## config.mk

```make
export PLATFORM = sky130hd
export DESIGN_NAME = wb_rx_reader
export DESIGN_NICKNAME = d
export VERILOG_FILES = /design/src/logic/eth_rx_pkg.sv /design/src/logic/wb_rx_reader.sv
export SDC_FILE = /design/constraint.sdc
export NUM_CORES = 1
export LEC_CHECK = 0
export ABC_AREA = 1
export BUFFER_PORTS_ARGS = -buffer_cell sky130_fd_sc_hd__buf_2
export CAP_MARGIN = 10
export CORE_AREA = 2 2 112 114
export DETAILED_ROUTE_END_ITERATION = 8
export DIE_AREA = 0 0 114 116
export GPL_ROUTABILITY_DRIVEN = 1
export PLACE_DENSITY = 0.71
export SLEW_MARGIN = 5
export SYNTH_ARGS = -nofsm -noshare
export SYNTH_HDL_FRONTEND = slang
export SYNTH_SLANG_ARGS = --single-unit
```

## constraint.sdc

```tcl
create_clock -name gmii_rx_clk -period 2.87 [get_ports gmii_rx_clk]
set_clock_uncertainty 0.1 [all_clocks]
set_input_delay 0 -clock gmii_rx_clk [delete_from_list [all_inputs] [get_ports gmii_rx_clk]]
set_output_delay 0 -clock gmii_rx_clk [all_outputs]
set_load 0.02 [all_outputs]
```

## src/logic/eth_rx_pkg.sv

```systemverilog
package eth_rx_pkg;

	//////////////////////////////
	// GMII framing

	// Preamble octet, repeated until the SFD
	localparam logic [7:0] preamble_byte = 8'h55;

	// Start of frame delimiter
	localparam logic [7:0] sfd_byte = 8'hd5;

	//////////////////////////////
	// Wishbone register map

	// Access kind sits in adr[7:6]
	// Slot number sits in the low address bits for a status access
	// Data word index sits in the low address bits for a data access
	localparam logic [1:0] wb_kind_data   = 2'd0;
	localparam logic [1:0] wb_kind_status = 2'd1;
	localparam logic [1:0] wb_kind_drops  = 2'd2;

	//////////////////////////////
	// Shared bundles

	// One packed word of frame data, first byte in data[31:24]
	typedef struct packed {
		logic        valid;
		logic [31:0] data;
		logic [2:0]  bytes;
	} rx_beat_t;

	// Frame boundary markers, one cycle each
	typedef struct packed {
		logic start;
		logic commit;
		logic drop;
	} rx_event_t;

	// State of one frame slot as seen by the host
	typedef struct packed {
		logic        full;
		logic        overflow;
		logic [10:0] len_bytes;
	} slot_status_t;

	// Wishbone classic master request
	typedef struct packed {
		logic        cyc;
		logic        stb;
		logic        we;
		logic [7:0]  adr;
		logic [31:0] dat;
	} wb_req_t;

	// Wishbone classic slave response
	typedef struct packed {
		logic        ack;
		logic [31:0] dat;
	} wb_rsp_t;

endpackage
```

## src/logic/wb_rx_reader.sv

```systemverilog
`timescale 1ns/100ps

module wb_rx_reader #(
	parameter int NUM_SLOTS  = 4,
	parameter int SLOT_WORDS = 64
) (
	input  logic                          gmii_rx_clk,
	input  logic                          arst_n,
	input  eth_rx_pkg::wb_req_t           wb_req,
	output eth_rx_pkg::wb_rsp_t           wb_rsp,
	input  eth_rx_pkg::slot_status_t      status [NUM_SLOTS],
	input  logic [31:0]                   rd_data [NUM_SLOTS],
	input  logic [15:0]                   drop_count,
	output logic [$clog2(SLOT_WORDS)-1:0] rd_index,
	output logic [NUM_SLOTS-1:0]          release_o
);

	localparam int idx_w  = $clog2(SLOT_WORDS);
	localparam int slot_w = (NUM_SLOTS > 1) ? $clog2(NUM_SLOTS) : 1;

	logic [1:0]        kind;
	logic [slot_w-1:0] adr_slot;
	// Slot whose data words are read, picked by the last status access
	logic [slot_w-1:0] sel_slot;
	logic              slot_ok;
	logic              req_new;
	logic              ack_q;
	logic [31:0]       rd_word;
	logic [31:0]       dat_q;

	//////////////////////////////
	// Address decode

	assign kind     = wb_req.adr[7:6];
	assign adr_slot = wb_req.adr[slot_w-1:0];
	assign slot_ok  = int'(adr_slot) < NUM_SLOTS;
	assign rd_index = wb_req.adr[idx_w-1:0];

	// New request, not yet acknowledged
	assign req_new = wb_req.cyc && wb_req.stb && !ack_q;

	always_comb begin
		rd_word = '0;
		case (kind)
			eth_rx_pkg::wb_kind_data:   rd_word = rd_data[sel_slot];
			eth_rx_pkg::wb_kind_status: begin
				if (slot_ok)
					rd_word = {19'd0, status[adr_slot]};
			end
			eth_rx_pkg::wb_kind_drops:  rd_word = {16'd0, drop_count};
			default:                    rd_word = '0;
		endcase
	end

	//////////////////////////////
	// Handshake and release

	always_ff @(posedge gmii_rx_clk or negedge arst_n) begin
		if (!arst_n) begin
			ack_q     <= 1'b0;
			sel_slot  <= '0;
			release_o <= '0;
		end else begin
			// Single cycle ack, one cycle after the request shows up
			ack_q     <= req_new;
			release_o <= '0;
			if (req_new && kind == eth_rx_pkg::wb_kind_status && slot_ok) begin
				sel_slot <= adr_slot;
				// Releasing an empty slot does nothing
				if (wb_req.we && status[adr_slot].full)
					release_o[adr_slot] <= 1'b1;
			end
		end
	end

	// Read data captured together with ack
	always_ff @(posedge gmii_rx_clk) begin
		if (req_new)
			dat_q <= rd_word;
	end

	assign wb_rsp = '{ack: ack_q, dat: dat_q};

endmodule

```

==> results.cfg <==
[logic_synthesis]
synth_compound_area_frac = 0.0781
synthAdderAreaFrac = 0
ys_types = 18
muxShareOfSynthArea = 0
ys_ff_latch = 39
ys_seq_area_frac = 0.355
syn_inst = 521
syn_nets = 762
avgSynthCellArea_um2 = 6.15
syn_area_um2 = 3200
synth-simple-area-share = 0.452
synth_xor_area_frac = 0
synth_top_family_by_area = simple AND/OR/NAND/NOR gates
ys_warn_count = 0

[routing]
vias_per_cell = 4.46
dr.first_iter.drc_count = 259
drc_errors = 0
routed_wl_mm = 12.5
ant_nets = 0
first_pass_iters = 4
drt-wirelength-per-cell_um = 13.5
dr_total_vias = 4129

[pwr]
p_clk_frac = 0.267
leakage_nw = 2.72
p_seq_frac = 0.317
power.density_nw_per_um2 = 424
report.power.total_mw = 2.11
p_switching_mw = 0.751
switching_share = 0.356
p_comb_frac = 0.416
p_int_mw = 1.36
peakVddDrop_uv = 204

[status]
status = finished with violations
violations = hold timing

[setup_path]
path_cells = inv_2, buf_4, o21ai_1, a21oi_1, dlygate4sd3_1
critPathKind = flip-flop to flip-flop
critical-path-max-stage-delay_ps = 570
critPathSlowestCell = dlygate4sd3_1
crit_arrival_ps = 2290
critPathRequiredTime_ps = 2920
crit_path_end_kind = flip-flop
cpLargestDelayFamily = buffers and inverters
worst_setup_path_start_kind = flip-flop
path_max_fanout = 37
crit_buf_inv = 3

[layout]
multi_input_area_um2 = 1710
nFillCells = 1291
final_cell_mix = 243 x buf_2, 231 x nand2_1, 68 x nor2_1, 55 x nand3_1, 36 x dlygate4sd3_1
fin_nets = 1016
area_delta_synth_final_pct = 55.3
regArea_um2 = 1140
layout-drive-gt1-share = 0.341
stdcell_count = 926
layout_commonest_cell = buf_2

[timing]
min_period_over_period = 0.781
fmax_mhz = 446
period_needed_ps = 2240
fin_setup_tns_ps = 0
relSlewSlack = 0.491
finalHoldViolCount = 1
maxSlewViolCount = 0
finalSetupViolCount = 0
worst_hold_slack_ps = -1.89
rsz0062_at_grt = no
tightest_slew_ps = 763

[cts]
path_clk_slew_ps = 60
cts_max_level = 2
postCtsSetupRepairBufs = 0
numCtsBuffers = 5
worstSkewPairLatency_ps = 280
clockBufferDepth = 2
clock_sinks = 39
cts_tree = built
root_buffer = clkbuf_16

[placed_design]
gp_congestion = 0.792
io_buffers = 243
dp_cells = 879
place_hpwl_mm = 9.30

[die]
start_util = 0.269
die_area_um2 = 13200
io_pins = 284
design.core.area_um2 = 11900
die_x_um = 114
die_h_um = 116
num_rows = 40

[grt]
grt_pass1_vias = 3873
grt_max_degree = 66
antenna_found_initial = 3
grt_usage = 0.181
grt_pass1_wl_mm = 18.7
overflow = 0

[job]
max-cap-violations = 0

[hold_path]
hold_path_class = primary input to flip-flop
cell type report:
class,count,share of cell area
multi-input combinational,411,0.343
timing repair buffer,287,0.337
sequential,39,0.229
tap,147,0.0370
clock buffer,7,0.0287
inverter,31,0.0234
antenna,3,0.00151
clock inverter,1,0.00101
cell usage after synthesis, drive strengths merged:
library cell / instances / area share
nand2: 231 / 0.27
nor2: 71 / 0.088
nand3: 55 / 0.086
buf: 37 / 0.074
o21ai: 34 / 0.053
edfxtp: 32 / 0.30
inv: 31 / 0.036
a21oi: 16 / 0.025
dfrtp: 7 / 0.055
nand4: 4 / 0.0078
clkbuf: 3 / 0.0043
metal layers:
metal / GRT usage / vias up / wire, um
li1: - / 2155 / -
met1: 0.207 / 1723 / 5170
met2: 0.319 / 223 / 5780
met3: 0.0424 / 28 / 1110
met4: 0.0854 / 0 / 440
met5: 0 / - / 0
state kept, by name (all words and copies together) (netlist names):
signal and cells:
ack_q 1, sel_slot 2, dat_q 32, release_o 4
through the flow:
stage	area, um2	utilization	setup slack [ps]
after floorplan	3200	-	263
after global placement	4460	0.374	1130
after detailed placement	4460	0.374	1130
after CTS	4970	0.417	664
after global routing	4970	0.418	505
final	4970	0.418	629
repair_timing:
item | in CTS | in global routing
hold buffers | 36 | 0
gates resized for setup | 0 | 0
endpoints found under the hold margin | 40 | 0
worst paths after layout:
kind	startpoint	to	depth (start not counted)	slack (ps)
max	sel_slot[0]$_DFFE_PN0P_	dat_q[20]$_DFFE_PP_	5	630
min	rd_data[26]	dat_q[26]$_DFFE_PP_	3	-2
max reg2reg	sel_slot[0]$_DFFE_PN0P_	dat_q[20]$_DFFE_PP_	5	630
min reg2reg	ack_q$_DFF_PN0_	ack_q$_DFF_PN0_	1	490
max in group asynchronous	arst_n	sel_slot[0]$_DFFE_PN0P_	3	1840
min in group asynchronous	arst_n	ack_q$_DFF_PN0_	3	580
worst reg2reg max path, stage by stage, from the launching register on:
cell and delay (ps):
dfrtp_2 400, inv_2 480, buf_4 310, o21ai_1 90, a21oi_1 180, dlygate4sd3_1 570
logic make-up (layout without fill, tap and decap cells):
family | after synthesis | count (layout)
flip-flops | 39 | 39
AND/OR/NAND/NOR | 361 | 361
AO/OA/AOI/OAI | 50 | 50
other | 0 | 3
buffers and inverters | 71 | 326
power by group through the flow:
stage	combinational [mW]	clock, mW	sequential (mW)
floorplan	0.522	0	0.715
global placement	0.830	0	0.680
detailed placement	0.838	0	0.681
CTS	0.886	0.584	0.670
global route	0.984	0.610	0.672
finish	0.877	0.563	0.669
Power figures use the tool's default switching activity.
