File: config.mk
export PLATFORM = sky130hd
export DESIGN_NAME = rx_frame_slot
export DESIGN_NICKNAME = d
export VERILOG_FILES = /design/src/logic/eth_rx_pkg.sv /design/src/logic/rx_frame_slot.sv
export SDC_FILE = /design/constraint.sdc
export NUM_CORES = 2
export LEC_CHECK = 0
export CAP_MARGIN = 25
export CELL_PAD_IN_SITES_DETAIL_PLACEMENT = 0
export CELL_PAD_IN_SITES_GLOBAL_PLACEMENT = 1
export CORE_MARGIN = 4
export CORE_UTILIZATION = 45
export CTS_BUF_LIST = sky130_fd_sc_hd__clkbuf_4 sky130_fd_sc_hd__clkbuf_8
export CTS_CLUSTER_SIZE = 16
export DETAILED_ROUTE_END_ITERATION = 7
export DONT_BUFFER_PORTS = 1
export PLACE_DENSITY_LB_ADDON = 0.1
export SETUP_SLACK_MARGIN = 0.3
export SLEW_MARGIN = 25
export SYNTH_ARGS = -nofsm -noshare
export SYNTH_HDL_FRONTEND = slang
export SYNTH_SLANG_ARGS = --single-unit
File: constraint.sdc
create_clock -name gmii_rx_clk -period 4.2 [get_ports gmii_rx_clk]
set_input_delay 1.26 -clock gmii_rx_clk [delete_from_list [all_inputs] [get_ports gmii_rx_clk]]
set_output_delay 1.26 -clock gmii_rx_clk [all_outputs]
set_load 0.01 [all_outputs]
File: src/logic/eth_rx_pkg.sv
package eth_rx_pkg;

	//////////////////////////////
	// GMII framing

	// Preamble octet, repeated until the SFD
	localparam logic [7:0] preamble_byte = 8'h55;

	// Start of frame delimiter
	localparam logic [7:0] sfd_byte = 8'hd5;

	//////////////////////////////
	// Wishbone register map

	// Access kind sits in adr[7:6]
	// Slot number sits in the low address bits for a status access
	// Data word index sits in the low address bits for a data access
	localparam logic [1:0] wb_kind_data   = 2'd0;
	localparam logic [1:0] wb_kind_status = 2'd1;
	localparam logic [1:0] wb_kind_drops  = 2'd2;

	//////////////////////////////
	// Shared bundles

	// One packed word of frame data, first byte in data[31:24]
	typedef struct packed {
		logic        valid;
		logic [31:0] data;
		logic [2:0]  bytes;
	} rx_beat_t;

	// Frame boundary markers, one cycle each
	typedef struct packed {
		logic start;
		logic commit;
		logic drop;
	} rx_event_t;

	// State of one frame slot as seen by the host
	typedef struct packed {
		logic        full;
		logic        overflow;
		logic [10:0] len_bytes;
	} slot_status_t;

	// Wishbone classic master request
	typedef struct packed {
		logic        cyc;
		logic        stb;
		logic        we;
		logic [7:0]  adr;
		logic [31:0] dat;
	} wb_req_t;

	// Wishbone classic slave response
	typedef struct packed {
		logic        ack;
		logic [31:0] dat;
	} wb_rsp_t;

endpackage
File: src/logic/rx_frame_slot.sv
`timescale 1ns/100ps

module rx_frame_slot #(
	parameter int SLOT_WORDS = 64
) (
	input  logic                          gmii_rx_clk,
	input  logic                          arst_n,
	input  eth_rx_pkg::rx_beat_t          beat,
	input  eth_rx_pkg::rx_event_t         event_i,
	input  logic                          release_i,
	input  logic [$clog2(SLOT_WORDS)-1:0] rd_index,
	output logic [31:0]                   rd_data,
	output eth_rx_pkg::slot_status_t      status
);

	localparam int idx_w = $clog2(SLOT_WORDS);

	typedef enum logic [1:0] {
		sl_free,
		sl_fill,
		sl_full
	} slot_state_t;

	slot_state_t state;

	// One extra bit so a completely filled store is visible
	logic [idx_w:0]  wr_ptr;
	logic [10:0]     len_bytes;
	logic            overflow;
	logic            room;
	logic            wr_en;

	logic [31:0]     mem [SLOT_WORDS];

	assign room  = wr_ptr < (idx_w + 1)'(SLOT_WORDS);
	assign wr_en = (state == sl_fill) && beat.valid && room;

	//////////////////////////////
	// Slot control

	always_ff @(posedge gmii_rx_clk or negedge arst_n) begin
		if (!arst_n) begin
			state     <= sl_free;
			wr_ptr    <= '0;
			len_bytes <= '0;
			overflow  <= 1'b0;
		end else begin
			case (state)
				sl_free: begin
					if (event_i.start) begin
						state     <= sl_fill;
						wr_ptr    <= '0;
						len_bytes <= '0;
						overflow  <= 1'b0;
					end
				end

				sl_fill: begin
					if (event_i.drop) begin
						// Bad frame, hand the slot straight back
						state     <= sl_free;
						wr_ptr    <= '0;
						len_bytes <= '0;
					end else if (event_i.commit) begin
						// Too long to keep, overflow stays up as a hint
						state <= overflow ? sl_free : sl_full;
					end else if (beat.valid) begin
						if (room) begin
							wr_ptr    <= wr_ptr + 1'b1;
							len_bytes <= len_bytes + {8'd0, beat.bytes};
						end else begin
							overflow <= 1'b1;
						end
					end
				end

				// Hold the frame until the host is done with it
				sl_full: begin
					if (release_i) begin
						state     <= sl_free;
						wr_ptr    <= '0;
						len_bytes <= '0;
					end
				end

				default: state <= sl_free;
			endcase
		end
	end

	//////////////////////////////
	// Word store

	always_ff @(posedge gmii_rx_clk) begin
		if (wr_en)
			mem[wr_ptr[idx_w-1:0]] <= beat.data;
	end

	// Asynchronous read, the reader registers it
	assign rd_data = mem[rd_index];

	assign status = '{full: (state == sl_full), overflow: overflow, len_bytes: len_bytes};

endmodule

==> results.cfg <==
[outcome]
outcome = finished, violations left
violations = setup timing

[layout]
nets = 4005
final_layout_size_suffix_gt1_share_pct = 37.2
layout.cells.non_filler = 6531
area_delta_synth_final_pct = 16.9
fill_cells = 13500

[global_route]
grt_util_all_layers_pct = 23.8
grt_pass1_vias = 40700
grt_max_degree = 472
grt.overflow.total = 0
grt_pass1_wl_um = 306000
antenna_found_initial = 3

[clocking]
htreeDepth = 5
clock-sinks = 2069
cts_max_path_buffers = 4
clockRootBuffer = clkbuf_8
cts_tree = done
worstSkewPairLatency_ns = 1.04
numCtsBuffers = 357
clk_pin_slew_worst_paths_ns = 0.06

[sta]
setup_ws_ns = -0.700
slew_violations = 0
period_share_pct = 117
slew_headroom_pct = 13.1
finalSetupViolations = 32
grt_setup_unrepaired = true
hold_viol_final = 0
tightestPinTransition_ns = 1.30
fmax_mhz = 204
hold_slack_ns = 0.211
min_period_ns = 4.90
clock_skew_ns = 0.0570

[yosys]
ys_seq_elements = 2069
synth_ff_type = edfxtp_1
async_flop_share_pct = 1.01
synth_edf_count = 2048
seq_area_frac_synth_pct = 78.4
netlist_area_mm2 = 0.0791
synthCells = 3513
synth_area_per_cell_um2 = 22.5
yosys_warnings = 0
synth_cell_types = 61
syn_nets = 3566

[die]
io_pins = 93
die_height_um = 427
core_mm2 = 0.174
initial_core_util_pct = 45.4
die_area_mm2 = 0.183
fp.dieW_um = 427
rows = 153

[min_path]
hold_path_class = in2async

[worst_setup_path]
crit_end = rd_data[28]
cp-start-kind = input pin
crit_start = rd_index[0]
path_max_fanout = 471
crit_path_end_kind = output port
r2r_start = state[1]$_DFFE_PN0P_
reg2reg_setup_slack_ns = 1.10
rr_endpoint = mem[48][26]$_DFFE_PP_
crit_type = in2out
r2r_cells = 7
crit_arrival_ns = 3.64
cp.required_ns = 2.94

[place]
place_ws_ns = -0.687
place.detailed.hpwl_um = 111000
dp_cells = 5906
portBuffers = 0
gp_congestion = 0.762

[power]
leakage_nw = 28.9
powerDensity_mw_per_mm2 = 453
finalPower_mw = 41.9
max-vdd-ir-drop_uv = 331

[run]
cap_viol_max_count = 0

[route]
routed_wl_um = 216000
ant_nets = 0
vias = 39200
via_per_inst = 6.00
drtIter0Drc = 4107
wl_per_cell_um = 33.0
drc = 0
drt_pass1_iterations = 5
==> how the worst min path moves through the flow <==
stage / startpoint / endpoint / slack (ns)
final: arst_n / state[1]$_DFFE_PN0P_ / 0.21
after global routing: arst_n / overflow$_DFFE_PN0P_ / 0.17
after CTS: beat[32] / mem[33][29]$_DFFE_PP_ / 0.22
after detailed placement: state[0]$_DFFE_PN0P_ / state[0]$_DFFE_PN0P_ / 0.54
after global placement: state[0]$_DFFE_PN0P_ / state[0]$_DFFE_PN0P_ / 0.52
after floorplan: overflow$_DFFE_PN0P_ / state[1]$_DFFE_PN0P_ / 0.47
==> per-layer routing <==
metal	GRT usage [%]	wire length (µm)	vias to the layer above
met5	0	0	-
met4	5.65	4440	0
met3	4.22	14300	307
met2	38.7	106000	1555
met1	33.9	90600	21400
li1	-	-	15900
==> power by group <==
group | switching [mW] | total, mW | internal (mW)
combinational | 0.809 | 1.79 | 0.982
clock | 7.89 | 17.3 | 9.42
sequential | 0.0272 | 22.8 | 22.7
==> synthesized netlist by cell type, types with 3 or more instances <==
| master | n | share of area (%) |
|---|---|---|
| edfxtp_1 | 2048 | 78 |
| a211oi_1 | 4 | 0.038 |
| nor4_1 | 26 | 0.21 |
| nand3_1 | 22 | 0.14 |
| o211ai_1 | 9 | 0.085 |
| inv_1 | 5 | 0.024 |
| and2_1 | 6 | 0.047 |
| buf_2 | 61 | 0.39 |
| ha_1 | 4 | 0.063 |
| o22ai_1 | 129 | 1.0 |
| a221o_1 | 5 | 0.063 |
| nand2b_1 | 16 | 0.13 |
| dfrtp_1 | 21 | 0.66 |
| nand3b_1 | 6 | 0.057 |
| o41ai_1 | 3 | 0.033 |
| a2111oi_0 | 3 | 0.033 |
| o31ai_1 | 8 | 0.076 |
| buf_8 | 3 | 0.057 |
| nand2_1 | 123 | 0.58 |
| buf_4 | 46 | 0.44 |
| mux2i_1 | 50 | 0.63 |
| or3b_2 | 4 | 0.044 |
| o21ai_0 | 37 | 0.23 |
| nor2_1 | 111 | 0.53 |
| o221ai_1 | 16 | 0.18 |
| clkbuf_1 | 56 | 0.27 |
| a21oi_1 | 35 | 0.22 |
| nor3_1 | 18 | 0.11 |
| nor2b_1 | 7 | 0.055 |
| o22a_1 | 16 | 0.18 |
| mux4_2 | 504 | 14 |
| a31oi_1 | 16 | 0.13 |
| buf_6 | 21 | 0.30 |
| a21o_1 | 3 | 0.028 |
| mux2_2 | 26 | 0.37 |
| a221oi_1 | 6 | 0.066 |
| buf_1 | 5 | 0.024 |
==> cell families after synthesis <==
family	after synthesis	synth area share, %
AOI/OAI and AO/OA	306	2.56
xor gates and xnor gates	1	0.0111
adders and majority gates	5	0.0886
buffers and inverters	200	1.53
DFF	2069	78.4
muxes	581	15.4
and+or+nand+nor	351	2.01
==> sequential cells by signal, summed over array words and instances (netlist names) <==
signal and flops:
len_bytes 11, mem 2048, wr_ptr 7, state 2, overflow 1
==> per-stage QoR <==
stage | instance area [µm²] | TNS (ns) | util [%]
finish | 92500 | -15.13 | 53.0
global placement | 84200 | -8.83 | 48.3
floorplan | 79400 | 0 | -
global route | 92400 | -13.99 | 53.0
detailed placement | 84200 | -8.58 | 48.3
CTS | 92200 | -2.30 | 52.9
==> worst max-delay path: stages <==
cell	delay, ns
mux4_2	0.74
mux4_2	0.50
nor2_4	0.12
a2111oi_4	0.06
buf_4	0.17
a41o_4	0.26
buf_6	0.13
==> layout make-up <==
type	count	area, µm²	area share (%)
Clock buffer	463	5750	6.22
Multi-Input combinational cell	1244	17800	19.3
Timing Repair Buffer	273	3080	3.33
Antenna cell	7	17.5	0.0189
Inverter	7	28.8	0.0311
Clock inverter	143	845	0.913
Sequential cell	2069	62000	67.1
Tap cell	2325	2910	3.15
==> repair_timing <==
item / 4_1_cts / 5_1_grt
pin swaps: 47 / 33
gates cloned: 1 / 0
gates resized for setup: 238 / 43
setup endpoints to repair: 32 / 32
hold buffers: 1 / 0
buffers inserted: 10 / 0
endpoints found under the hold margin: 21 / 0
==> cell usage in the layout, fill, tap and decap left out, types with 33 or more instances in the layout <==
| cell | synthesis | layout |
|---|---|---|
| nor2_4 | 0 | 70 |
| clkbuf_8 | 0 | 364 |
| mux4_2 | 504 | 505 |
| nor2_1 | 111 | 37 |
| o22ai_1 | 129 | 49 |
| buf_12 | 1 | 69 |
| clkinv_2 | 0 | 39 |
| nand2_1 | 123 | 119 |
| clkbuf_4 | 0 | 99 |
| buf_6 | 21 | 33 |
| edfxtp_1 | 2048 | 2048 |
| o22ai_2 | 0 | 52 |
| clkinv_1 | 1 | 91 |
| mux2i_1 | 50 | 49 |
| buf_4 | 46 | 166 |
Note: power is estimated with default switching activity, not from simulation.
