### config.mk
export PLATFORM = sky130hd
export DESIGN_NAME = gmii_rx_framer
export DESIGN_NICKNAME = d
export VERILOG_FILES = /design/src/logic/eth_rx_pkg.sv /design/src/logic/gmii_rx_framer.sv /design/src/logic/crc32_eth.sv
export SDC_FILE = /design/constraint.sdc
export NUM_CORES = 1
export LEC_CHECK = 0
export BUFFER_PORTS_ARGS = -buffer_cell sky130_fd_sc_hd__buf_2
export CORE_MARGIN = 4
export CORE_UTILIZATION = 49
export CTS_BUF_LIST = sky130_fd_sc_hd__clkbuf_8
export DETAILED_ROUTE_END_ITERATION = 7
export PLACE_DENSITY_LB_ADDON = 0.3
export SETUP_SLACK_MARGIN = 0.2
export SLEW_MARGIN = 25
export SYNTH_ARGS = -nofsm -noshare
export SYNTH_HDL_FRONTEND = slang
export SYNTH_SLANG_ARGS = --single-unit
export TNS_END_PERCENT = 20
### constraint.sdc
create_clock -name gmii_rx_clk -period 8.1 [get_ports gmii_rx_clk]
set_input_delay 0.81 -clock gmii_rx_clk [delete_from_list [all_inputs] [get_ports gmii_rx_clk]]
set_output_delay 0.81 -clock gmii_rx_clk [all_outputs]
set_load 0.05 [all_outputs]
### src/logic/eth_rx_pkg.sv
package eth_rx_pkg;

	//////////////////////////////
	// GMII framing

	// Preamble octet, repeated until the SFD
	localparam logic [7:0] preamble_byte = 8'h55;

	// Start of frame delimiter
	localparam logic [7:0] sfd_byte = 8'hd5;

	//////////////////////////////
	// Wishbone register map

	// Access kind sits in adr[7:6]
	// Slot number sits in the low address bits for a status access
	// Data word index sits in the low address bits for a data access
	localparam logic [1:0] wb_kind_data   = 2'd0;
	localparam logic [1:0] wb_kind_status = 2'd1;
	localparam logic [1:0] wb_kind_drops  = 2'd2;

	//////////////////////////////
	// Shared bundles

	// One packed word of frame data, first byte in data[31:24]
	typedef struct packed {
		logic        valid;
		logic [31:0] data;
		logic [2:0]  bytes;
	} rx_beat_t;

	// Frame boundary markers, one cycle each
	typedef struct packed {
		logic start;
		logic commit;
		logic drop;
	} rx_event_t;

	// State of one frame slot as seen by the host
	typedef struct packed {
		logic        full;
		logic        overflow;
		logic [10:0] len_bytes;
	} slot_status_t;

	// Wishbone classic master request
	typedef struct packed {
		logic        cyc;
		logic        stb;
		logic        we;
		logic [7:0]  adr;
		logic [31:0] dat;
	} wb_req_t;

	// Wishbone classic slave response
	typedef struct packed {
		logic        ack;
		logic [31:0] dat;
	} wb_rsp_t;

endpackage
### src/logic/gmii_rx_framer.sv
`timescale 1ns/100ps

module gmii_rx_framer (
	input  logic                  gmii_rx_clk,
	input  logic                  arst_n,
	input  logic                  gmii_rx_dv,
	input  logic                  gmii_rx_er,
	input  logic [7:0]            gmii_rxd,
	output eth_rx_pkg::rx_beat_t  beat,
	output eth_rx_pkg::rx_event_t event_o
);

	typedef enum logic [2:0] {
		st_idle,
		st_preamble,
		st_data,
		st_check,
		st_discard
	} state_t;

	state_t state;

	// Byte position inside the word being packed
	logic [1:0]  byte_pos;
	// A complete word is held back, it may still turn out to be FCS
	logic        word_held;
	// er seen after the SFD
	logic        frame_err;
	// At least one beat went out for this frame
	logic        has_data;

	// Last four bytes on the line, oldest in the top bits
	logic [31:0] shift_q;
	logic [31:0] shift_next;
	logic [31:0] held_word;
	logic [31:0] partial_word;

	logic        crc_clear;
	logic        crc_update;
	logic [31:0] crc_calc;
	// CRC as it stood before each of the last four bytes
	logic [31:0] crc_hist [4];

	//////////////////////////////
	// FCS calculation

	// Restart during the preamble, so it is fresh at the first data byte
	assign crc_clear  = (state == st_preamble);
	assign crc_update = (state == st_data) && gmii_rx_dv;

	crc32_eth u_crc (
		.gmii_rx_clk (gmii_rx_clk),
		.arst_n      (arst_n),
		.clear       (crc_clear),
		.update      (crc_update),
		.din         (gmii_rxd),
		.crc         (crc_calc)
	);

	assign shift_next = {shift_q[23:0], gmii_rxd};

	// Keep only the leading byte_pos bytes of the held word
	assign partial_word = held_word & ~(32'hffff_ffff >> {byte_pos, 3'b000});

	// Data path, shifts only on frame bytes
	always_ff @(posedge gmii_rx_clk) begin
		if (crc_update) begin
			shift_q <= shift_next;
			if (byte_pos == 2'd3)
				held_word <= shift_next;
			// After the last byte, entry 3 covers everything but the FCS
			crc_hist[0] <= crc_calc;
			for (int i = 1; i < 4; i++)
				crc_hist[i] <= crc_hist[i-1];
		end
	end

	//////////////////////////////
	// Receive FSM

	always_ff @(posedge gmii_rx_clk or negedge arst_n) begin
		if (!arst_n) begin
			state     <= st_idle;
			byte_pos  <= '0;
			word_held <= 1'b0;
			frame_err <= 1'b0;
			has_data  <= 1'b0;
			beat      <= '0;
			event_o   <= '0;
		end else begin
			// Beats and events are single-cycle pulses
			beat.valid <= 1'b0;
			event_o    <= '0;

			case (state)
				st_idle: begin
					// er outside a frame is ignored, a bad first byte is not
					if (gmii_rx_dv) begin
						if (!gmii_rx_er && gmii_rxd == eth_rx_pkg::preamble_byte)
							state <= st_preamble;
						else
							state <= st_discard;
					end
				end

				st_preamble: begin
					// Runt ending before the SFD, nobody was told so nothing to say
					if (!gmii_rx_dv) begin
						state <= st_idle;
					end else if (gmii_rx_er) begin
						state <= st_discard;
					end else if (gmii_rxd == eth_rx_pkg::sfd_byte) begin
						state         <= st_data;
						event_o.start <= 1'b1;
						byte_pos      <= '0;
						word_held     <= 1'b0;
						frame_err     <= 1'b0;
						has_data      <= 1'b0;
					end else if (gmii_rxd != eth_rx_pkg::preamble_byte) begin
						state <= st_discard;
					end
				end

				st_data: begin
					if (!gmii_rx_dv) begin
						state <= st_check;
						// Tail bytes sit in the held word, the rest of it is FCS
						if (word_held && byte_pos != 2'd0) begin
							beat.valid <= 1'b1;
							beat.data  <= partial_word;
							beat.bytes <= {1'b0, byte_pos};
							has_data   <= 1'b1;
						end
					end else begin
						byte_pos <= byte_pos + 2'd1;
						if (gmii_rx_er)
							frame_err <= 1'b1;
						// Word complete, release the one before it
						if (byte_pos == 2'd3) begin
							word_held <= 1'b1;
							if (word_held) begin
								beat.valid <= 1'b1;
								beat.data  <= held_word;
								beat.bytes <= 3'd4;
								has_data   <= 1'b1;
							end
						end
					end
				end

				st_check: begin
					state <= st_idle;
					// Received FCS is in the shift register in wire order
					if (!frame_err && has_data && crc_hist[3] == shift_q)
						event_o.commit <= 1'b1;
					else
						event_o.drop <= 1'b1;
				end

				// Junk before the SFD, wait out the carrier
				st_discard: begin
					if (!gmii_rx_dv)
						state <= st_idle;
				end

				default: state <= st_idle;
			endcase
		end
	end

endmodule

### src/logic/crc32_eth.sv
`timescale 1ns/100ps

module crc32_eth (
	input  logic        gmii_rx_clk,
	input  logic        arst_n,
	input  logic        clear,
	input  logic        update,
	input  logic [7:0]  din,
	output logic [31:0] crc
);

	// Reflected form of the 802.3 polynomial
	localparam logic [31:0] poly = 32'hedb88320;

	logic [31:0] crc_q;
	logic [31:0] crc_next;

	// One byte per cycle, LSB first as it goes over the wire
	always_comb begin
		crc_next = crc_q;
		for (int i = 0; i < 8; i++) begin
			if (crc_next[0] ^ din[i])
				crc_next = (crc_next >> 1) ^ poly;
			else
				crc_next = crc_next >> 1;
		end
	end

	// Clear wins over update
	always_ff @(posedge gmii_rx_clk or negedge arst_n) begin
		if (!arst_n)
			crc_q <= '1;
		else if (clear)
			crc_q <= '1;
		else if (update)
			crc_q <= crc_next;
	end

	// Inverted remainder, low byte goes out first
	// so reorder to put the first FCS octet in the top bits
	assign crc = ~{crc_q[7:0], crc_q[15:8], crc_q[23:16], crc_q[31:24]};

endmodule

==> metrics.txt <==
nets@finish 685; final slew viol count 0; Net Count, Synth 601; # hold bufs at CTS 0; Reg2Reg Capture Point crc_hist[1][22]$_DFFE_PN_; Crit. End Element flip-flop; postcts setup bufs 0; total wire length 17300 um; CTS Buf Count 43; number of buffers inserted by port buffering 50; Tot Pwr 2.63 mW; chip height 151 um; total gr overflow 0; ant diodes 0; Slew @ Worst Pin 0.892 ns; Cell Pwr Density 231 mW/mm^2; pin count of the biggest net entering global routing 137; non-filler cells, final 973; clk_lat worst skew 0.54 ns; Seq cells post-synth 271; P_leak 4.20 nW; HP Class input pin to asynchronous set/reset pin; Starting DRT DRC Count 351; Die W 151 um; clk slew on worst S/H paths 0.06 ns; WL/cell 17.8 um; worst setup path start state[1]$_DFFE_PN0P_; Avg Inst Size Synth 17.1 sq um; Hold Slack 0.326 ns; leading area contributor after synthesis edfxtp_1; number of global-route vias before repair 5129; P&R area growth vs syn 13.7%; CP max stage delay 0.84 ns; endpoints failing setup 0; top-count cell post-synth edfxtp_1; Synth Flop Type edfxtp_1; worst slack at placement 4.55 ns; CP cell instances nor3b_1 -> nand2_1 -> inv_8 -> buf_4; area of the core 0.0202 sq mm; root buffer cell clkbuf_8; warnings from Yosys 0; Yosys cell types 39; Mapped Cells 586; r2r worst-path depth 4; setup TNS 0 ns; htree depth 2; Final period util 43.1%; clk_skew 0.0346 ns; CP max-delay cell buf_4; CTS max path bufs 3; post-CTS sizing 0; HPWL Detailed 11200 um; Synth area leaders edfxtp_1 57%, dfrtp_1 12%, dfstp_2 8.4%; TritonCTS Sinks 271; Initial Util 49.8%; initial antenna violation count 0; FP Rows 52; DR vias 4940; number of flops mapped to enable cells by yosys 192; post-layout min period 3.49 ns; VDD IR max 83.9 uV; Ports 51; Final ANT Viol Nets 0; Max Fclk 287 MHz; crit path setup slack, layout 4.61 ns; Critical Path Source Type flip-flop; drt drc 0; WS Path Type flip-flop to flip-flop; setup slack, reg-to-reg 4.61 ns; layout cell share with drive strength beyond 1 23.0%; die area 0.0228 sq mm; CTS tree yes; Seq/Total Area, Yosys 77.5%; Async S/R FF share, synth 29.2%; reg-to-reg critical path startpoint state[1]$_DFFE_PN0P_; All-Layer GR Usage 15.6%; Vias per Instance 5.08; post-synth top area share 57.4%; outcome finished clean; Final Hold Fails 0; worst path arrival time 3.63 ns; RSZ-0062 raised after global routing false; first-pass GRT wire length 27200 um; top cells by count, synth 192 x edfxtp_1, 52 x xnor2_1, 47 x dfrtp_1; Worst Path Required 8.24 ns; Initial DRT Pass Iterations 5; max-cap viol count 0; RePlAce Congestion 0.816; slew margin rel. 40.5%; critical-path maximum fanout 136; Cells after DPL 895; Post-Syn Area 0.0100 sq mm; Fillers 1530
-- metrics by stage --
step	util, %	cell area (sq um)
floorplan	-	10000
global placement	52.6	10600
detailed placement	52.6	10600
CTS	56.6	11400
global route	56.6	11400
finish	56.6	11400
-- registers in the layout (all words and copies together) (netlist names) --
signal	flops
beat	36
byte_pos	2
crc_hist	128
event_o	3
frame_err	1
has_data	1
held_word	32
shift_q	32
state	3
u_crc.crc_q	32
word_held	1
-- per-layer routing --
| metal | wire length [um] | GRT usage (%) | vias to the layer above |
|---|---|---|---|
| met5 | 0 | 0 | - |
| met3 | 1040 | 4.01 | 35 |
| li1 | - | - | 2305 |
| met1 | 7290 | 20.0 | 2446 |
| met2 | 8350 | 24.9 | 154 |
| met4 | 609 | 7.25 | 0 |
-- report_power, final --
part	switching, mW	internal, mW
Clock	0.487	0.564
Combinational	0.0574	0.0431
Sequential	0.00372	1.48
Total	0.548	2.09
-- critical path: cells and delay by family (launching register included) --
| kind | cells | cell delay [ns] |
|---|---|---|
| buffers and inverters | 2 | 1.58 |
| AND/OR/NAND/NOR | 2 | 1.02 |
| flip-flops | 1 | 0.44 |
-- worst max-delay path by stage --
stage,to,depth (start not counted)
global placement,crc_hist[0][19]$_DFFE_PN_,4
floorplan,crc_hist[0][0]$_DFFE_PN_,4
finish,crc_hist[1][22]$_DFFE_PN_,4
global route,u_crc.crc_q[19]$_DFFE_PN1P_,6
CTS,crc_hist[2][14]$_DFFE_PN_,4
detailed placement,crc_hist[1][22]$_DFFE_PN_,4
-- placed cells by master, fill, tap and decap left out, types with 2 or more instances in the layout --
cell      instances
nor2_1           12
nand3_1           2
xnor2_4           3
a21oi_1          34
xnor2_1          52
buf_2            49
mux2_2            8
dfrtp_1          47
a22o_1           25
xor2_4            2
xnor2_2           7
edfxtp_1        192
clkbuf_8         47
clkinv_1          9
nand2_1          10
ha_1              3
nor3_1           31
dfstp_2          32
buf_4             3
a22oi_1           2
inv_1            56
a31oi_1           2
xor2_1           34
nor4_1            9
nand4_1           2
o21ai_0          10
-- cell type report --
type	instances	area, sq um	share of cell area [%]
Clock buffer	47	647	5.67
Inverter	38	150	1.32
Tap cell	270	338	2.96
Multi-Input combinational cell	263	2070	18.1
Timing Repair Buffer	53	279	2.44
Sequential cell	271	7780	68.2
Clock inverter	31	149	1.30
-- cells by family (layout without fill, tap and decap cells) --
kind of cell / after synthesis / in the layout / share of synthesized area [%]
adder cells (fa/ha/maj): 3 / 3 / 0.374
flip-flops: 271 / 271 / 77.5
AO/OA/AOI/OAI: 77 / 77 / 4.96
XOR/XNOR: 100 / 100 / 10.5
multiplexers: 8 / 8 / 0.897
AND/OR/NAND/NOR: 75 / 75 / 3.81
buffers and inverters: 52 / 169 / 1.96
No activity file was read; power rests on OpenSTA's default activity.
