**src/logic/eth_rx_pkg.sv**
```systemverilog
package eth_rx_pkg;

	//////////////////////////////
	// GMII framing

	// Preamble octet, repeated until the SFD
	localparam logic [7:0] preamble_byte = 8'h55;

	// Start of frame delimiter
	localparam logic [7:0] sfd_byte = 8'hd5;

	//////////////////////////////
	// Wishbone register map

	// Access kind sits in adr[7:6]
	// Slot number sits in the low address bits for a status access
	// Data word index sits in the low address bits for a data access
	localparam logic [1:0] wb_kind_data   = 2'd0;
	localparam logic [1:0] wb_kind_status = 2'd1;
	localparam logic [1:0] wb_kind_drops  = 2'd2;

	//////////////////////////////
	// Shared bundles

	// One packed word of frame data, first byte in data[31:24]
	typedef struct packed {
		logic        valid;
		logic [31:0] data;
		logic [2:0]  bytes;
	} rx_beat_t;

	// Frame boundary markers, one cycle each
	typedef struct packed {
		logic start;
		logic commit;
		logic drop;
	} rx_event_t;

	// State of one frame slot as seen by the host
	typedef struct packed {
		logic        full;
		logic        overflow;
		logic [10:0] len_bytes;
	} slot_status_t;

	// Wishbone classic master request
	typedef struct packed {
		logic        cyc;
		logic        stb;
		logic        we;
		logic [7:0]  adr;
		logic [31:0] dat;
	} wb_req_t;

	// Wishbone classic slave response
	typedef struct packed {
		logic        ack;
		logic [31:0] dat;
	} wb_rsp_t;

endpackage
```
**src/logic/rx_slot_dispatch.sv**
```systemverilog
`timescale 1ns/100ps

module rx_slot_dispatch #(
	parameter int NUM_SLOTS = 4
) (
	input  logic                     gmii_rx_clk,
	input  logic                     arst_n,
	input  eth_rx_pkg::rx_beat_t     beat,
	input  eth_rx_pkg::rx_event_t    event_i,
	input  eth_rx_pkg::slot_status_t status [NUM_SLOTS],
	output eth_rx_pkg::rx_beat_t     slot_beat [NUM_SLOTS],
	output eth_rx_pkg::rx_event_t    slot_event [NUM_SLOTS],
	output logic [15:0]              drop_count
);

	localparam int slot_w = (NUM_SLOTS > 1) ? $clog2(NUM_SLOTS) : 1;

	logic [slot_w-1:0] pick;
	logic [slot_w-1:0] cur_slot;
	logic              any_free;
	// Frame in flight owns cur_slot
	logic              active;
	// Frame in flight had nowhere to go
	logic              lost;

	// Lowest numbered free slot, scanned from the top so low wins
	always_comb begin
		pick     = '0;
		any_free = 1'b0;
		for (int i = NUM_SLOTS - 1; i >= 0; i--) begin
			if (!status[i].full) begin
				pick     = slot_w'(i);
				any_free = 1'b1;
			end
		end
	end

	// start goes straight to the picked slot, the rest follow cur_slot
	always_comb begin
		for (int i = 0; i < NUM_SLOTS; i++) begin
			slot_beat[i]         = beat;
			slot_beat[i].valid   = beat.valid && active && cur_slot == slot_w'(i);
			slot_event[i].start  = event_i.start && any_free && pick == slot_w'(i);
			slot_event[i].commit = event_i.commit && active && cur_slot == slot_w'(i);
			slot_event[i].drop   = event_i.drop && active && cur_slot == slot_w'(i);
		end
	end

	always_ff @(posedge gmii_rx_clk or negedge arst_n) begin
		if (!arst_n) begin
			cur_slot   <= '0;
			active     <= 1'b0;
			lost       <= 1'b0;
			drop_count <= '0;
		end else begin
			if (event_i.start) begin
				active <= any_free;
				lost   <= !any_free;
				if (any_free)
					cur_slot <= pick;
			end else if (event_i.commit || event_i.drop) begin
				active <= 1'b0;
				lost   <= 1'b0;
				// Counted once the frame has actually ended
				if (lost)
					drop_count <= drop_count + 16'd1;
			end
		end
	end

endmodule

```
**config.mk**
```make
export PLATFORM = sky130hd
export DESIGN_NAME = rx_slot_dispatch
export DESIGN_NICKNAME = d
export VERILOG_FILES = /design/src/logic/eth_rx_pkg.sv /design/src/logic/rx_slot_dispatch.sv
export SDC_FILE = /design/constraint.sdc
export NUM_CORES = 1
export LEC_CHECK = 0
export ABC_AREA = 1
export BUFFER_PORTS_ARGS = -buffer_cell sky130_fd_sc_hd__buf_2
export CAP_MARGIN = 20
export CORE_AREA = 3 3 101 103
export CTS_CLUSTER_SIZE = 8
export DETAILED_ROUTE_END_ITERATION = 10
export DIE_AREA = 0 0 104 106
export HOLD_SLACK_MARGIN = 0.05
export PLACE_DENSITY_LB_ADDON = 0.08
export SLEW_MARGIN = 20
export SYNTH_ARGS = -nofsm -noshare
export SYNTH_HDL_FRONTEND = slang
export SYNTH_SLANG_ARGS = --single-unit
```
**constraint.sdc**
```tcl
create_clock -name gmii_rx_clk -period 2.1 [get_ports gmii_rx_clk]
set_input_delay 0.105 -clock gmii_rx_clk [delete_from_list [all_inputs] [get_ports gmii_rx_clk]]
set_output_delay 0.105 -clock gmii_rx_clk [all_outputs]
set_load 0.1 [all_outputs]
```
==> flow_summary.yaml, run 1 <==
status:
  outcome: "completed"
clock_tree:
  htreeDepth: 1
  cts.repair.resized: 0
  cts.clk_slew.worst_paths_ps: 80
  cts_buffer_depth: 2
  clockRootBuffer: "clkbuf_8"
  cts.sinks: 20
  cts_buffers: 3
  clk_latency_ps: 260
  tritoncts: "done"
  post_cts_buffers: 0
route:
  dr.first_iter.drc_count: 59
  vias: 1156
  drt-total-wl_um: 4290
  ant_nets: 0
  wire_per_inst_um: 12.9
  dr.pass1.iters: 4
  drc: 0
  vias_per_cell: 3.47
timing:
  hold_ws_ps: 158
  setup_viol: 0
  tns_ps: 0
  tightest_slew_ps: 524
  relSlewSlack_pct: 65.1
  slew_viol_final: 0
  hold_violations: 0
  min_period_over_period_pct: 71.6
  fmax_mhz: 665
  period_needed_ps: 1500
  worst_slack_ps: 597
  finClkSkew_ps: 3.19
  rsz0062_at_grt: "false"
finish:
  filler_cell_count: 1099
  multi_input_area_um2: 644
  drive_gt1_share_pct: 32.4
  final_nets: 299
  n_antenna_cell: 0
  syn2layout_area_growth_pct: -26.7
  finish.utilization_pct: 17.9
  ff_latch_area_um2: 500
pwr:
  swShare_pct: 50.7
  p_leak_nw: 0.857
  p_switching_mw: 0.708
  pwr-share-comb_pct: 42.8
  power.share.clock_pct: 22.3
  irDropWorstVdd_mv: 0.204
  p_int_mw: 0.689
  p_seq_share_pct: 34.9
  p_per_area_nw_per_um2: 840
  p_total_mw: 1.40
placement:
  hpwlAfterDp_um: 3320
  port_buffers: 41
  pre_cts_slack_ps: 639
  gp_congestion: 0.636
worst_setup_path:
  path_class: "reg2out"
  start_kind: "register"
  crit_arrival_ps: 1400
  end_kind: "primary output"
  critPathMaxFanout: 3
  cp_data_required_time_ps: 2000
synth:
  synth_mux_area_share_pct: 0
  synth_fa_ha_area_share_pct: 0.551
  post_synth_num_cell_types: 27
  synth_area_um2: 2270
  synthCells: 298
  synth_nets: 392
  avgSynthCellArea_um2: 7.62
  ys_seq_elements: 20
  synth-xor-area-share_pct: 4.13
  synth_top_family_by_area: "buffers and inverters"
  synth-compound-area-share_pct: 2.15
  synth-simple-area-share_pct: 21.0
  ys_seq_area_share_pct: 22.1
  yosysWarnings: 0
global_route:
  grt_pass1_vias: 1363
  grt_use_total_pct: 8.16
  grt_max_degree: 21
  grt_overflow: 0
  antenna_found_initial: 0
  grt_pass1_wl_um: 7240
floorplan:
  core_um2: 9280
  die_h_um: 106
  floorplan.initialDensity_pct: 24.4
  die_w_um: 104
  io_pins: 265
  placementRows: 35
  die_area_um2: 11000
run:
  cap_violations: 0
hold_path:
  hp-class: "in2reg"
[Yosys cell counts (all sizes together)]
master,number,share of area (%)
buf,140,46
dfrtp,20,22
nor4,1,0.28
a21oi,1,0.22
nor2,30,7.2
nand2,51,9.3
nor4b,1,0.39
nand4,7,1.9
a31o,1,0.39
nand3,4,0.88
inv,23,3.8
xnor2,5,2.3
nand3b,1,0.33
ha,1,0.55
nor3,2,0.66
o21bai,2,0.66
o21ai,4,0.88
xor2,4,1.9
[power groups by stage]
stage | registers (mW) | clock network [mW] | logic (mW)
CTS | 0.490 | 0.337 | 0.606
global placement | 0.501 | 0 | 0.605
finish | 0.488 | 0.312 | 0.597
global route | 0.500 | 0.348 | 0.635
detailed placement | 0.497 | 0 | 0.604
floorplan | 0.737 | 0 | 1.50
[cells in the final DEF (no fill, tap or decap), drive strengths merged]
cell type	count
inv	23
nor2	30
nand4	7
nand2	51
clkbuf	4
xnor2	5
nor4b	1
a31o	1
o21bai	2
nor3	2
xor2	4
a21oi	1
nand3	4
dlygate4sd3	1
dfrtp	20
buf	41
nand3b	1
ha	1
nor4	1
o21ai	4
[critical path: stages, from the launching register on]
cell and delay, ps:
dfrtp_1 400, inv_1 100, nand2_1 110, nor2_1 90
buf_2 430
[sequential cells by signal, indices dropped and copies added, names as in the netlist]
name        flops
cur_slot        2
lost            1
active          1
drop_count     16
[layout make-up]
type,instances,share of cell area (%)
Multi-Input combinational cell,115,38.8
Timing Repair Buffer,42,12.9
Sequential cell,20,30.1
Clock buffer,4,3.31
Tap cell,129,9.71
Inverter,23,5.19
[per-stage QoR]
step,cell area (µm²),cells
global placement,1600,328
detailed placement,1600,328
floorplan,2280,298
global route,1660,333
finish,1660,333
CTS,1660,333
[path summary, 6_finish.rpt]
| path | to | slack [ps] | from | depth (start not counted) |
|---|---|---|---|---|
| min in group asynchronous | drop_count[8] | 340 | arst_n | 2 |
| max | slot_event[9] | 600 | cur_slot[1] | 4 |
| min reg2reg | drop_count[15] | 510 | drop_count[15] | 2 |
| max in group asynchronous | drop_count[0] | 1400 | arst_n | 2 |
| min | lost | 160 | event_i[2] | 3 |
| max reg2reg | drop_count[12] | 660 | drop_count[1] | 8 |
[what timing repair did]
item	in CTS	in global routing
endpoints found under the setup margin	0	0
hold buffers	1	0
endpoints found under the hold margin	20	0
[layer usage]
layer | vias to the layer above | wire [µm] | GRT usage (%)
li1 | 584 | - | -
met1 | 503 | 1770 | 9.36
met2 | 36 | 1850 | 12.5
met3 | 33 | 458 | 3.52
met4 | 0 | 204 | 5.13
met5 | - | 0 | 0
[cells by family after synthesis]
family | Yosys count
adder cells (fa/ha/maj) | 1
flip-flops | 20
buffers and inverters | 163
XOR/XNOR | 9
AND/OR/NAND/NOR | 97
AO/OA/AOI/OAI | 8
Note: power is estimated with default switching activity, not from simulation.
==> run 2, diff against run 1 <==
CORE_AREA = 3 3 102 104   (was 3 3 101 103)
DIE_AREA = 0 0 105 107   (was 0 0 104 106)
clock period = 1.47 ns   (was 2.1 ns; I/O delays follow)
==> run 2 against run 1 <==
Final area grew 19%. Sequential cell count did not move. Non-clock buffer count unchanged. Routed wire length down 4.8%. Setup slack lost 460 ps. Count of clock-buffer cells in the layout did not move. Final cell count is 1.2% higher. Via count is 0.35% higher.
==> flow_summary.yaml, run 2 (synthesis results as in run 1) <==
finish:
  reg.largest.list: "drop_count (16), cur_slot (2)"
  filler_cell_count: 1096
  n_antenna_cell: 0
  multi_input_area_um2: 711
  final_nets: 299
  ff_latch_area_um2: 532
  final_cell_mix: "nand2_1 (45), buf_2 (27), inv_1 (21)"
  syn2layout_area_growth_pct: -13.0
  layout_commonest_cell: "nand2_1"
  drive_gt1_share_pct: 47.5
  largest_reg_flops: 16
  regMostFlops: "drop_count"
timing:
  period_needed_ps: 1330
  fmax_mhz: 752
  min_period_over_period_pct: 90.5
  rsz0062_at_grt: "false"
  worst_slack_ps: 140
  finClkSkew_ps: 6.84
  tightest_slew_ps: 555
  slew_viol_final: 0
  hold_ws_ps: 124
  setup_viol: 0
  relSlewSlack_pct: 62.6
  hold_violations: 0
clock_tree:
  clk_latency_ps: 260
  cts_buffer_depth: 2
  ctsHoldBuffers: 1
  cts.repair.resized: 0
  cts.clk_slew.worst_paths_ps: 80
  cts_buffers: 3
  cts.sinks: 20
  post_cts_buffers: 0
  tritoncts: "done"
  htreeDepth: 1
  clockRootBuffer: "clkbuf_8"
floorplan:
  die_w_um: 105
  floorplan.initialDensity_pct: 23.5
  io_pins: 265
  core_um2: 9640
  placementRows: 36
  die_h_um: 107
  die_area_um2: 11200
route:
  wire_per_inst_um: 12.1
  drc: 0
  vias_per_cell: 3.44
  dr.first_iter.drc_count: 36
  top_layer_used: "met4"
  wl_met2_um: 1890
  dr.pass1.iters: 3
  vias: 1160
  met1Wirelength_um: 1820
  ant_nets: 0
  dr_wl_met3_um: 345
  drt-total-wl_um: 4090
global_route:
  grt_pass1_vias: 1272
  antenna_found_initial: 0
  grt_max_degree: 21
  grt_overflow: 0
  grt_pass1_wl_um: 6760
  grt_use_total_pct: 7.37
worst_setup_path:
  cp_slowest_stage_delay_ps: 410
  cp_data_required_time_ps: 1400
  path_class: "reg2out"
  slowest_stage: "dfrtp_1"
  end_kind: "primary output"
  start_kind: "register"
  cp_cell_sequence: "inv_1 -> nand2_1 -> nor2_2 -> buf_12"
  crit_arrival_ps: 1260
  path_delay_family: "flip-flops"
  path_buf_inv: 2
  critPathMaxFanout: 3
pwr:
  p_per_area_nw_per_um2: 1100
  p_leak_nw: 0.880
  p_total_mw: 2.17
  irDropWorstVdd_mv: 0.291
placement:
  port_buffers: 41
  gp_congestion: 0.645
  hpwlAfterDp_um: 3280
  pre_cts_slack_ps: 170
status:
  outcome: "completed"
hold_path:
  hp-class: "in2reg"
run:
  cap_violations: 0
run 2: cell count changes in the layout (fill, tap and decap cells not counted), moves of 5 or more:
cell | before | now
nor2_1 | 23 | 9
buf_12 | 0 | 14
dfrtp_1 | 20 | 5
dfrtp_4 | 0 | 5
buf_2 | 41 | 27
nor2_2 | 2 | 15
dfrtp_2 | 0 | 10
run 2: worst reg2reg max path, delay by kind of cell, from the launching register on:
kind | cells | cell delay (ps)
fa+ha+maj | 1 | 160
simple gates | 7 | 580
flops | 1 | 460
run 2: final cells by class:
type	count	area share (%)
sequential	20	26.9
tap	133	8.42
clock buffer	4	2.79
multi-input combinational	115	36.0
timing repair buffer	42	21.5
inverter	23	4.37
run 2: layer usage:
metal	vias to the layer above	GRT usage, %
li1	584	-
met1	528	9.32
met2	37	12.1
met3	11	2.17
met4	0	2.34
met5	-	0
run 2: final timing paths:
| kind | from | to | cells after the start | slack (ps) |
|---|---|---|---|---|
| max | cur_slot[1] | slot_event[6] | 4 | 140 |
| min | event_i[2] | lost | 3 | 120 |
| max reg2reg | drop_count[1] | drop_count[12] | 8 | 180 |
| min reg2reg | drop_count[15] | drop_count[15] | 2 | 510 |
| max in group asynchronous | arst_n | drop_count[0] | 2 | 800 |
| min in group asynchronous | arst_n | drop_count[15] | 2 | 300 |
run 2: metrics by stage:
step | instances | TNS, ps | util (%) | instance area, µm²
finish | 337 | 0 | 20.5 | 1980
global route | 337 | 0 | 20.5 | 1980
CTS | 337 | 0 | 20.5 | 1980
detailed placement | 332 | 0 | 19.8 | 1910
global placement | 332 | 0 | 19.8 | 1910
floorplan | 298 | -510 | - | 2380
run 2: report_power, final:
part	leakage, nW	internal, mW	switching (mW)
logic	0.621	0.226	0.749
registers	0.230	0.642	0.109
clock network	0.0288	0.239	0.205
==> run 3, diff against run 2 <==
ABC_AREA = unset   (was 1)
==> run 3 against run 2 <==
Area after synthesis fell by 8.2%. Count of clock-buffer cells in the layout did not move. Sequential power fell by 12%. Largest cell class unchanged. Critical path depth fell by 1. Final area fell by 10%. Global-route usage fell by 0.70 points. Combinational power fell by 44%. Register-to-register slack got worse by 40 ps. Clock skew fell by 2.2 ps. Final cell count fell by 15%. Routed wire length fell by 4.2%. Highest routed layer unchanged. First-iteration DRC count fell by 17%.
==> flow_summary.yaml, run 3 <==
hold_path:
  hp-class: "in2reg"
timing:
  tightest_slew_ps: 500
  period_needed_ps: 1410
  relSlewSlack_pct: 66.9
  finClkSkew_ps: 4.62
  fmax_mhz: 709
  hold_violations: 0
  rsz0062_at_grt: "true"
  slew_viol_final: 0
  hold_ws_ps: 55.3
  worst_slack_ps: 59.0
  setup_viol: 0
  min_period_over_period_pct: 96.0
global_route:
  grt_pass1_wl_um: 6040
  antenna_found_initial: 0
  grt_max_degree: 21
  grt_pass1_vias: 1074
  grt_use_total_pct: 6.66
  grt_overflow: 0
clock_tree:
  clockRootBuffer: "clkbuf_8"
  cts_buffer_depth: 2
  cts.clk_slew.worst_paths_ps: 80
  cts.sinks: 20
  tritoncts: "done"
  clk_latency_ps: 260
  cts_buffers: 3
  htreeDepth: 1
pwr:
  irDropWorstVdd_mv: 0.297
  p_total_mw: 1.63
  p_leak_nw: 0.726
  p_per_area_nw_per_um2: 917
finish:
  final_nets: 248
  n_antenna_cell: 0
  regMostFlops: "drop_count"
  final_cell_mix: "buf_2 (29), nand2_1 (14), xnor2_1 (13)"
  drive_gt1_share_pct: 56.9
  largest_reg_flops: 16
  layout_commonest_cell: "buf_2"
  syn2layout_area_growth_pct: -14.7
  filler_cell_count: 1101
  reg.largest.list: "drop_count (16), cur_slot (2)"
  stdcell_area_um2: 1780
  finish.utilization_pct: 18.4
floorplan:
  floorplan.initialDensity_pct: 21.6
  io_pins: 265
  die_w_um: 105
  placementRows: 36
  die_area_um2: 11200
  core_um2: 9640
  die_h_um: 107
worst_setup_path:
  critPathMaxFanout: 9
  crit_arrival_ps: 1340
  start_kind: "register"
  path_class: "reg2out"
  cp_data_required_time_ps: 1400
  end_kind: "primary output"
synth:
  ys_async_sr_fraction_pct: 100
  synth_nets: 341
  ys_seq_elements: 20
  yosysWarnings: 0
  ys_seq_area_share_pct: 24.0
  synth-edff-count: 0
  synth_area_um2: 2080
  avgSynthCellArea_um2: 8.43
  synth_top_area_share_pct: 50.5
  synthCells: 247
  synth_top_area_cell: "buf_4"
  synth_area_leaders: "buf_4 (50%), dfrtp_1 (24%), xnor2_1 (5.5%)"
  post_synth_num_cell_types: 25
  synthMostInstantiatedCell: "buf_4"
  ys.flop_type: "dfrtp_1"
  ys_top_cells_by_count: "buf_4 (140), dfrtp_1 (20), nand2_1 (16), nor2_1 (15), xnor2_1 (13)"
placement:
  hpwlAfterDp_um: 3140
  gp_congestion: 0.688
  port_buffers: 41
  pre_cts_slack_ps: 112
  placed_area_um2: 1700
route:
  dr.pass1.iters: 4
  vias_per_cell: 3.39
  drc: 0
  wire_per_inst_um: 13.7
  drt-total-wl_um: 3920
  dr.first_iter.drc_count: 30
  vias: 970
  ant_nets: 0
status:
  outcome: "completed"
run:
  cap_violations: 0
run 3: final cells by class:
type                    instances  area, µm²  area share [%]
flip-flops and latches         20        543            30.5
multi-input cells              82        592            33.3
clock buffers                   4       55.1            3.10
inverters                       3       11.3           0.633
repair buffers                 44        410            23.1
well taps                     133        166            9.36
run 3: layer usage:
layer / part of all wire [%] / wire [µm] / global-route usage (%) / up-vias
met5: 0 / 0 / 0 / -
met4: 7.4 / 291 / 5.90 / 0
met3: 8.5 / 333 / 1.87 / 40
met2: 48 / 1900 / 11.2 / 21
met1: 36 / 1400 / 6.78 / 454
li1: - / - / - / 455
run 3: power breakdown:
| part | leakage, nW | switching, mW | internal [mW] |
|---|---|---|---|
| combinational | 0.453 | 0.406 | 0.136 |
| clock | 0.0288 | 0.192 | 0.238 |
| sequential | 0.244 | 0.0634 | 0.595 |
| total | 0.726 | 0.661 | 0.969 |
run 3: kinds of logic after synthesis:
kind of cell / after synthesis / share of synthesized area (%)
simple gates: 58 / 14.8
mux: 1 / 0.541
flops: 20 / 24.0
xor+xnor: 15 / 6.31
fa+ha+maj: 1 / 0.601
buf+inv: 145 / 51.7
compound gates: 7 / 2.04
run 3: critical path: stages (launching register included):
cell	delay [ps]
dfrtp_2	490
nand2b_1	210
nor2_2	180
buf_12	190
run 3: timing repair:
item,in CTS,in global routing
buffers inserted,0,0
endpoints found under the setup margin,7,5
cloned,0,0
pin swaps,1,0
resized for setup,4,3
hold buffers,1,0
hold endpoints to repair,20,0
run 3: final timing paths:
| kind | startpoint | endpoint | slack (ps) | cells past startpoint |
|---|---|---|---|---|
| min in group asynchronous | arst_n | drop_count[0] | 320 | 2 |
| min | status[38] | cur_slot[0] | 60 | 2 |
| max | cur_slot[0] | slot_event[9] | 60 | 3 |
| max in group asynchronous | arst_n | drop_count[1] | 780 | 2 |
| min reg2reg | drop_count[15] | drop_count[15] | 470 | 1 |
| max reg2reg | drop_count[0] | drop_count[14] | 140 | 5 |
run 3: stage by stage:
stage               cells  setup TNS, ps
floorplan             247          -4530
global placement      281              0
detailed placement    281              0
CTS                   286              0
global route          286          -18.9
finish                286              0
